### config.mk
export PLATFORM = sky130hd
export DESIGN_NAME = branch_profiler
export DESIGN_NICKNAME = d
export VERILOG_FILES = /design/src/design/core_if_pkg.sv /design/src/design/profiler_pkg.sv /design/src/design/branch_event_decode.sv /design/src/design/branch_profiler.sv /design/src/design/profile_table.sv /design/src/design/profiler_cmd_decode.sv /design/src/design/profiler_result.sv
export VERILOG_INCLUDE_DIRS = /design/src /design/src/include
export SDC_FILE = /design/constraint.sdc
export NUM_CORES = 1
export LEC_CHECK = 0
export BUFFER_PORTS_ARGS = -buffer_cell sky130_fd_sc_hd__buf_4
export CORE_MARGIN = 4
export CORE_UTILIZATION = 58
export CTS_CLUSTER_SIZE = 24
export DETAILED_ROUTE_END_ITERATION = 6
export HOLD_SLACK_MARGIN = 0.1
export PLACE_DENSITY_LB_ADDON = 0.12
export SLEW_MARGIN = 20
export SYNTH_ARGS = -nofsm -noshare
export SYNTH_HDL_FRONTEND = slang
export SYNTH_HIERARCHICAL = 1
export SYNTH_SLANG_ARGS = --single-unit
### constraint.sdc
create_clock -name clk -period 28 [get_ports clk]
set_input_delay 1.4 -clock clk [delete_from_list [all_inputs] [get_ports clk]]
set_output_delay 1.4 -clock clk [all_outputs]
set_load 0.02 [all_outputs]
### src/include/profiler_cfg.svh
`ifndef PROFILER_CFG_SVH
`define PROFILER_CFG_SVH

// Datapath widths
`define XLEN 32
`define OFFSET_W 20
`define CMD_ID_W 4

// Table geometry, NUM_ENTRIES is 2**INDEX_W
`define NUM_ENTRIES 8
`define INDEX_W 3

// Taken count saturates at 2**COUNT_W - 1
`define COUNT_W 4

// Short backward branch limit in bytes
`define SBB_MAX_OFFSET 256

// Hot loop exception level
`define TAKEN_THRESHOLD 12

`endif

### src/design/core_if_pkg.sv
`include "profiler_cfg.svh"

package core_if_pkg;

    // Opcode sits in bit 31 of every command word
    typedef enum logic {
        CMD_READ = 1'b0,
        CMD_TOGGLE_LOCK = 1'b1
    } cmd_op_e;

    // Readback view
    typedef struct packed {
        cmd_op_e op;
        logic [30-`INDEX_W-2:0] reserved;
        logic [`INDEX_W-1:0] entry_index;
        logic [1:0] field_id;
    } read_cmd_t;

    // Lock control view
    typedef struct packed {
        cmd_op_e op;
        logic [29:0] reserved;
        // Toggle is ignored unless set
        logic lock_mask;
    } ctrl_cmd_t;

    // Same 32-bit word, decoded by op
    typedef union packed {
        read_cmd_t rd;
        ctrl_cmd_t ctrl;
    } cmd_word_u;

endpackage

### src/design/profiler_pkg.sv
`include "profiler_cfg.svh"

package profiler_pkg;

    // One profile table entry
    typedef struct packed {
        logic [`XLEN-1:0] pc;
        logic valid;
        logic [`COUNT_W-1:0] count;
    } profile_entry_t;

    // Entry field selected by a readback command
    typedef enum logic [1:0] {
        FIELD_ADDR = 2'd0,
        FIELD_VALID = 2'd1,
        FIELD_COUNT = 2'd2
    } field_id_e;

endpackage

### src/design/branch_event_decode.sv
`timescale 1ns/10ps

`include "profiler_cfg.svh"

module branch_event_decode (
    input  logic clk,
    input  logic rst,
    input  logic br_valid,
    input  logic br_taken,
    input  logic [`XLEN-1:0] br_pc,
    input  logic [`OFFSET_W-1:0] br_offset,
    input  logic locked,
    output logic ev_valid,
    output logic ev_short_back,
    output logic [`XLEN-1:0] ev_pc
);

    logic signed [`OFFSET_W-1:0] offset_s;
    logic issue_taken;
    logic short_back;

    assign offset_s = br_offset;

    // Taken branch while the table is open
    assign issue_taken = br_valid && br_taken && !locked;

    // Negative and within the short loop window
    assign short_back = (offset_s < 0) && (offset_s > -(`SBB_MAX_OFFSET));

    always_ff @(posedge clk) begin
        if (rst) begin
            ev_valid <= 1'b0;
            ev_short_back <= 1'b0;
        end else begin
            ev_valid <= issue_taken;
            ev_short_back <= issue_taken && short_back;
        end
    end

    // Payload only
    always_ff @(posedge clk) begin
        ev_pc <= br_pc;
    end

    a_short_needs_valid: assert property (
        @(posedge clk) disable iff (rst)
        $rose(ev_short_back) |-> ev_valid
    );

endmodule

### src/design/branch_profiler.sv
`timescale 1ns/10ps

`include "profiler_cfg.svh"

module branch_profiler
    import profiler_pkg::*;
    import core_if_pkg::*;
(
    input  logic clk,
    input  logic rst,

    // Branch unit events
    input  logic br_valid,
    input  logic br_taken,
    input  logic [`XLEN-1:0] br_pc,
    input  logic [`OFFSET_W-1:0] br_offset,

    // Command issue and writeback
    input  logic cmd_valid,
    input  cmd_word_u cmd_word,
    input  logic [`CMD_ID_W-1:0] cmd_id,
    input  logic wb_ack,
    output logic cmd_ready,
    output logic wb_done,
    output logic [`XLEN-1:0] wb_rd,
    output logic [`CMD_ID_W-1:0] wb_id,

    output logic profiler_exception
);

    logic locked;
    logic ev_valid;
    logic ev_short_back;
    logic [`XLEN-1:0] ev_pc;
    logic rd_req;
    logic [`INDEX_W-1:0] rd_index;
    field_id_e rd_field;
    logic [`XLEN-1:0] rd_data;
    logic lock_ack;
    logic lock_state;

    branch_event_decode u_event_decode (
        .clk(clk),
        .rst(rst),
        .br_valid(br_valid),
        .br_taken(br_taken),
        .br_pc(br_pc),
        .br_offset(br_offset),
        .locked(locked),
        .ev_valid(ev_valid),
        .ev_short_back(ev_short_back),
        .ev_pc(ev_pc)
    );

    profiler_cmd_decode u_cmd_decode (
        .clk(clk),
        .rst(rst),
        .cmd_valid(cmd_valid),
        .cmd_ready(cmd_ready),
        .cmd_word(cmd_word),
        .locked(locked),
        .rd_req(rd_req),
        .rd_index(rd_index),
        .rd_field(rd_field),
        .lock_ack(lock_ack),
        .lock_state(lock_state)
    );

    profile_table u_table (
        .clk(clk),
        .rst(rst),
        .ev_valid(ev_valid),
        .ev_short_back(ev_short_back),
        .ev_pc(ev_pc),
        .rd_index(rd_index),
        .rd_field(rd_field),
        .rd_data(rd_data),
        .profiler_exception(profiler_exception)
    );

    profiler_result u_result (
        .clk(clk),
        .rst(rst),
        .cmd_valid(cmd_valid),
        .cmd_id(cmd_id),
        .rd_req(rd_req),
        .rd_data(rd_data),
        .lock_ack(lock_ack),
        .lock_state(lock_state),
        .wb_ack(wb_ack),
        .cmd_ready(cmd_ready),
        .wb_done(wb_done),
        .wb_rd(wb_rd),
        .wb_id(wb_id)
    );

endmodule

### src/design/profile_table.sv
`timescale 1ns/10ps

`include "profiler_cfg.svh"

module profile_table
    import profiler_pkg::*;
(
    input  logic clk,
    input  logic rst,
    input  logic ev_valid,
    input  logic ev_short_back,
    input  logic [`XLEN-1:0] ev_pc,
    input  logic [`INDEX_W-1:0] rd_index,
    input  field_id_e rd_field,
    output logic [`XLEN-1:0] rd_data,
    output logic profiler_exception
);

    profile_entry_t entries [`NUM_ENTRIES];

    logic [`NUM_ENTRIES-1:0] hit;
    logic [`NUM_ENTRIES-1:0] full;
    logic any_hit;
    logic halve;
    logic [`COUNT_W-1:0] next_count [`NUM_ENTRIES];

    logic alloc;
    logic any_invalid;
    logic [`INDEX_W-1:0] first_invalid;
    logic [`INDEX_W-1:0] lowest_idx;
    logic [`COUNT_W-1:0] lowest_count;
    logic [`INDEX_W-1:0] victim;

    logic [`NUM_ENTRIES-1:0] above_thr;
    logic [`NUM_ENTRIES-1:0] above_thr_r;

    // Fully associative pc match
    always_comb begin
        for (int i = 0; i < `NUM_ENTRIES; i++) begin
            hit[i] = ev_valid && entries[i].valid && (entries[i].pc == ev_pc);
            full[i] = &entries[i].count;
        end
    end

    assign any_hit = |hit;

    // Saturated hit ages the whole table
    assign halve = |(hit & full);

    always_comb begin
        for (int i = 0; i < `NUM_ENTRIES; i++) begin
            next_count[i] = halve ? (entries[i].count >> 1) : entries[i].count;
            if (hit[i]) begin
                next_count[i] = next_count[i] + 1'b1;
            end
        end
    end

    // Lowest invalid slot
    always_comb begin
        first_invalid = '0;
        any_invalid = 1'b0;
        for (int i = `NUM_ENTRIES - 1; i >= 0; i--) begin
            if (!entries[i].valid) begin
                first_invalid = `INDEX_W'(i);
                any_invalid = 1'b1;
            end
        end
    end

    // Least counted slot, strict compare keeps lowest index on ties
    always_comb begin
        lowest_idx = '0;
        lowest_count = entries[0].count;
        for (int i = 1; i < `NUM_ENTRIES; i++) begin
            if (entries[i].count < lowest_count) begin
                lowest_count = entries[i].count;
                lowest_idx = `INDEX_W'(i);
            end
        end
    end

    assign victim = any_invalid ? first_invalid : lowest_idx;

    // Only short backward misses get a slot
    assign alloc = ev_valid && ev_short_back && !any_hit;

    always_ff @(posedge clk) begin
        if (rst) begin
            for (int i = 0; i < `NUM_ENTRIES; i++) begin
                entries[i].valid <= 1'b0;
                entries[i].count <= '0;
            end
        end else begin
            for (int i = 0; i < `NUM_ENTRIES; i++) begin
                entries[i].count <= next_count[i];
            end
            if (alloc) begin
                entries[victim].pc <= ev_pc;
                entries[victim].valid <= 1'b1;
                entries[victim].count <= `COUNT_W'(1);
            end
        end
    end

    // Readback of current contents
    always_comb begin
        case (rd_field)
            FIELD_ADDR: rd_data = entries[rd_index].pc;
            FIELD_VALID: rd_data = `XLEN'(entries[rd_index].valid);
            FIELD_COUNT: rd_data = `XLEN'(entries[rd_index].count);
            default: rd_data = '0;
        endcase
    end

    // Hot loop detection
    always_comb begin
        for (int i = 0; i < `NUM_ENTRIES; i++) begin
            above_thr[i] = entries[i].count >= `COUNT_W'(`TAKEN_THRESHOLD);
        end
    end

    always_ff @(posedge clk) begin
        if (rst) begin
            above_thr_r <= '0;
            profiler_exception <= 1'b0;
        end else begin
            above_thr_r <= above_thr;
            // No back-to-back pulses
            profiler_exception <= |(above_thr & ~above_thr_r) && !profiler_exception;
        end
    end

    // Allocation only on a miss keeps pcs unique
    a_unique_match: assert property (
        @(posedge clk) disable iff (rst)
        $onehot0(hit)
    );

endmodule

### src/design/profiler_cmd_decode.sv
`timescale 1ns/10ps

`include "profiler_cfg.svh"

module profiler_cmd_decode
    import profiler_pkg::*;
    import core_if_pkg::*;
(
    input  logic clk,
    input  logic rst,
    input  logic cmd_valid,
    input  logic cmd_ready,
    input  cmd_word_u cmd_word,
    output logic locked,
    output logic rd_req,
    output logic [`INDEX_W-1:0] rd_index,
    output field_id_e rd_field,
    output logic lock_ack,
    output logic lock_state
);

    logic accept;
    cmd_op_e op;

    assign accept = cmd_valid && cmd_ready;

    // Bit 31 holds the opcode in both views
    assign op = cmd_word.rd.op;

    assign rd_req = accept && (op == CMD_READ);
    assign lock_ack = accept && (op == CMD_TOGGLE_LOCK);

    // Read view
    assign rd_index = cmd_word.rd.entry_index;
    assign rd_field = field_id_e'(cmd_word.rd.field_id);

    // New lock state, returned with the toggle
    assign lock_state = locked ^ cmd_word.ctrl.lock_mask;

    always_ff @(posedge clk) begin
        if (rst) begin
            locked <= 1'b0;
        end else if (lock_ack) begin
            locked <= lock_state;
        end
    end

    a_one_cmd_kind: assert property (
        @(posedge clk) disable iff (rst)
        !(rd_req && lock_ack)
    );

endmodule

### src/design/profiler_result.sv
`timescale 1ns/10ps

`include "profiler_cfg.svh"

module profiler_result (
    input  logic clk,
    input  logic rst,
    input  logic cmd_valid,
    input  logic [`CMD_ID_W-1:0] cmd_id,
    input  logic rd_req,
    input  logic [`XLEN-1:0] rd_data,
    input  logic lock_ack,
    input  logic lock_state,
    input  logic wb_ack,
    output logic cmd_ready,
    output logic wb_done,
    output logic [`XLEN-1:0] wb_rd,
    output logic [`CMD_ID_W-1:0] wb_id
);

    logic accept;

    assign accept = cmd_valid && cmd_ready;

    // One command in flight
    assign cmd_ready = !wb_done;

    // Set wins over ack
    always_ff @(posedge clk) begin
        if (rst) begin
            wb_done <= 1'b0;
        end else if (accept) begin
            wb_done <= 1'b1;
        end else if (wb_ack) begin
            wb_done <= 1'b0;
        end
    end

    always_ff @(posedge clk) begin
        if (accept) begin
            wb_id <= cmd_id;
        end
        if (rd_req) begin
            wb_rd <= rd_data;
        end else if (lock_ack) begin
            wb_rd <= `XLEN'(lock_state);
        end
    end

    a_hold_result: assert property (
        @(posedge clk) disable iff (rst)
        wb_done && !wb_ack |=> wb_done && $stable(wb_rd) && $stable(wb_id)
    );

endmodule

==> results.sh <==
export IMPL_power_density_mw_per_mm2=55.9
export IMPL_vias=13600
export IMPL_ant_nets=0
export IMPL_ioPinCount=133
export IMPL_crit_path_end_kind="flip-flop"
export IMPL_cts_sinks=377
export IMPL_track_usage_pct=32.0
export IMPL_setup_viol=0
export IMPL_cts_tree="built"
export IMPL_rows=67
export IMPL_crit_top_cell="ha_1"
export IMPL_required_ns=28.19
export IMPL_dpl_hpwl_um=43600
export IMPL_fin_nets=1766
export IMPL_fmax_mhz=85.6
export IMPL_clock_latency_ns=0.57
export IMPL_core_region_area_sq_mm=0.0336
export IMPL_critical_path_class="flip-flop to flip-flop"
export IMPL_relSlewSlack_pct=23.9
export IMPL_worst_r2r_endpoint="u_table/entries[6][19]"
export IMPL_die_y_um=193
export IMPL_start_util_pct=58.8
export IMPL_gr_total_overflow=0
export IMPL_drc=0
export IMPL_setup_tns_ns=0
export IMPL_grt_max_degree=52
export IMPL_hold_depth=1
export IMPL_worst_pin_slew_ns=1.13
export IMPL_cts_made_buffers=41
export IMPL_firstDrtPassIters=6
export IMPL_grt_pass1_vias=13100
export IMPL_yosys_warnings=6
export IMPL_dieArea_sq_mm=0.0371
export IMPL_grt_pass1_wl_um=85800
export IMPL_hp_start="u_table/profiler_exception"
export IMPL_period_share_pct=41.7
export IMPL_power_leakage_nw=7.60
export IMPL_yosys_area_top_type="edfxtp_1"
export IMPL_ys_seq_area_share_pct=52.9
export IMPL_hold_path_class="flip-flop to flip-flop"
export IMPL_gp_congestion=0.978
export IMPL_critPathMaxFanout=37
export IMPL_h_tree_depth=2
export IMPL_min_period_ns=11.68
export IMPL_postSynthAreaPerCell_sq_um=12.7
export IMPL_routed_wl_um=58900
export IMPL_async_reset_ff_share_pct=0
export IMPL_slowest_delay_ns=0.55
export IMPL_holdPathEnd="u_table/profiler_exception"
export IMPL_hold_buffers=0
export IMPL_wire_per_inst_um=27.8
export IMPL_synth_cell_types=76
export IMPL_ys_top_cells_by_area="edfxtp_1 44%, mux4_2 8.9%, dfxtp_1 8.6%"
export IMPL_cts_setup_buffers=0
export IMPL_drv_slew=0
export IMPL_area_growth_syn_to_layout_pct=12.7
export IMPL_finClkSkew_ns=0.0175
export IMPL_syn_nets=1678
export IMPL_clk_pin_slew_ns=0.06
export IMPL_r2r_slack_ns=16.32
export IMPL_ctsLongestPathBuffers=3
export IMPL_maxCapViolCount=0
export IMPL_synthDominantCellAreaShare_pct=44.3
export IMPL_io_buffers=106
export IMPL_ys_ff_latch=377
export IMPL_postCtsResizedCells=0
export IMPL_reg2reg_depth=49
export IMPL_via_per_inst=6.39
export IMPL_drtIter0Drc=1418
export IMPL_hold_viol_final=0
export IMPL_regToRegStartpoint="u_table/entries[0][1]"
export IMPL_synth_edf_count=292
export IMPL_status="completed"
export IMPL_netlist_area_sq_mm=0.0198
export IMPL_diodes=0
export IMPL_fin_util_pct=66.3
export IMPL_clockRootBuffer="clkbuf_16"
export IMPL_synthFlopType="edfxtp_1"
export IMPL_critical_path_slowest_cell="buf_4"
export IMPL_postSynthCellCount=1553
export IMPL_rsz0062_at_grt="no"
export IMPL_crit_arrival_ns=11.87
export IMPL_max_vdd_ir_drop_v=0.0000572
export IMPL_drive_above_1_share_pct=20.8
export IMPL_antenna_found_initial=1
export IMPL_fp_dieW_um=193
export IMPL_cp_start_kind="flip-flop"
synthesized netlist by cell type, types with 5 or more instances:
cell / count
edfxtp_1: 292
xnor2_1: 176
nand2_1: 105
xor2_1: 94
nor2_1: 93
dfxtp_1: 85
mux4_2: 78
nand4_1: 56
mux2i_1: 45
nor3_1: 39
nor4_1: 38
clkbuf_1: 37
nand3_1: 35
inv_1: 33
and2_2: 31
ha_1: 31
a21oi_1: 26
a21o_1: 16
buf_2: 16
nor2b_1: 16
buf_1: 14
o21ai_0: 14
mux2_2: 11
a211oi_1: 9
buf_4: 9
nand2b_1: 9
nor4b_1: 9
or2_2: 8
o21bai_1: 7
o22ai_1: 7
or3b_2: 7
or4_1: 7
a31oi_1: 6
and3_1: 5
nand4b_1: 5
nor3b_1: 5
o31a_1: 5
worst max-delay path by stage:
stage,slack (ns),endpoint,start
2_1_floorplan,17.37,u_table/entries[3][10],u_table/entries[0][1]
3_3_place_gp,16.84,u_table/entries[6][26],u_table/entries[0][1]
3_5_place_dp,16.55,u_table/entries[6][26],u_table/entries[0][1]
4_1_cts,16.51,u_table/entries[6][21],u_table/entries[0][1]
5_1_grt,15.39,u_table/entries[6][11],u_table/entries[0][1]
6_report,16.32,u_table/entries[6][19],u_table/entries[0][1]
report_power, final:
part	switching, mW	internal (mW)
Clock	0.221	0.312
Combinational	0.0520	0.0375
Sequential	0.0151	0.609
logic make-up after synthesis:
kind of cell | after synthesis | synth area share [%]
XOR/XNOR | 270 | 12.0
AND/OR/NAND/NOR | 494 | 14.0
adder cells (fa/ha/maj) | 31 | 1.96
multiplexers | 135 | 11.9
AO/OA/AOI/OAI | 133 | 4.88
buffers and inverters | 113 | 2.44
flip-flops | 377 | 52.9
metrics by stage:
step                      setup WS [ns]  total power [mW]  std cells  instance area [sq um]  hold slack [ns]
after global placement            16.84             0.724       2046                  21000            0.419
after global routing              15.39              1.29       2122                  22300            0.448
after floorplan                   17.37             0.684       1553                  19800            0.465
final                             16.32              1.25       2122                  22300            0.429
after detailed placement          16.55             0.724       2046                  21000            0.418
after CTS                         16.51              1.25       2122                  22300            0.426
placed cells by master (no fill, tap or decap), types with 34 or more instances in the layout:
cell       count
edfxtp_1     292
xnor2_1      176
buf_4        124
nand2_1      105
xor2_1        94
nor2_1        92
dfxtp_1       85
mux4_2        78
nand4_1       56
mux2i_1       45
clkbuf_16     41
nor3_1        39
nand3_1       35
nor4_1        34
routing by layer:
layer  share of wire (%)  track usage, %
met5                   0               0
met1                  42            46.9
met2                  45            48.6
met4                 3.4            10.0
met3                  10            6.48
worst max-delay path: cells and delay by family (launching register included):
family,cells,cell delay (ns)
compound gates,22,5.41
fa+ha+maj,7,1.84
buf+inv,4,0.78
flops,1,0.52
mux,2,0.70
simple gates,14,2.01
flip-flops by register name, summed over array words and instances (netlist names):
signal	cells
u_table/entries	296
u_event_decode/ev_pc	32
u_result/wb_rd	32
u_table/above_thr_r	8
u_result/wb_id	4
u_cmd_decode/locked	1
u_event_decode/ev_short_back	1
u_event_decode/ev_valid	1
u_result/wb_done	1
u_table/profiler_exception	1
final cells by class:
cell class	instances	area, sq um
clock buffer	60	1140
clock inverter	16	185
fill	2546	11300
inverter	34	128
multi-input combinational	1063	8880
sequential	377	10500
tap	448	561
timing repair buffer	124	931
No activity file was read; power rests on OpenSTA's default activity.
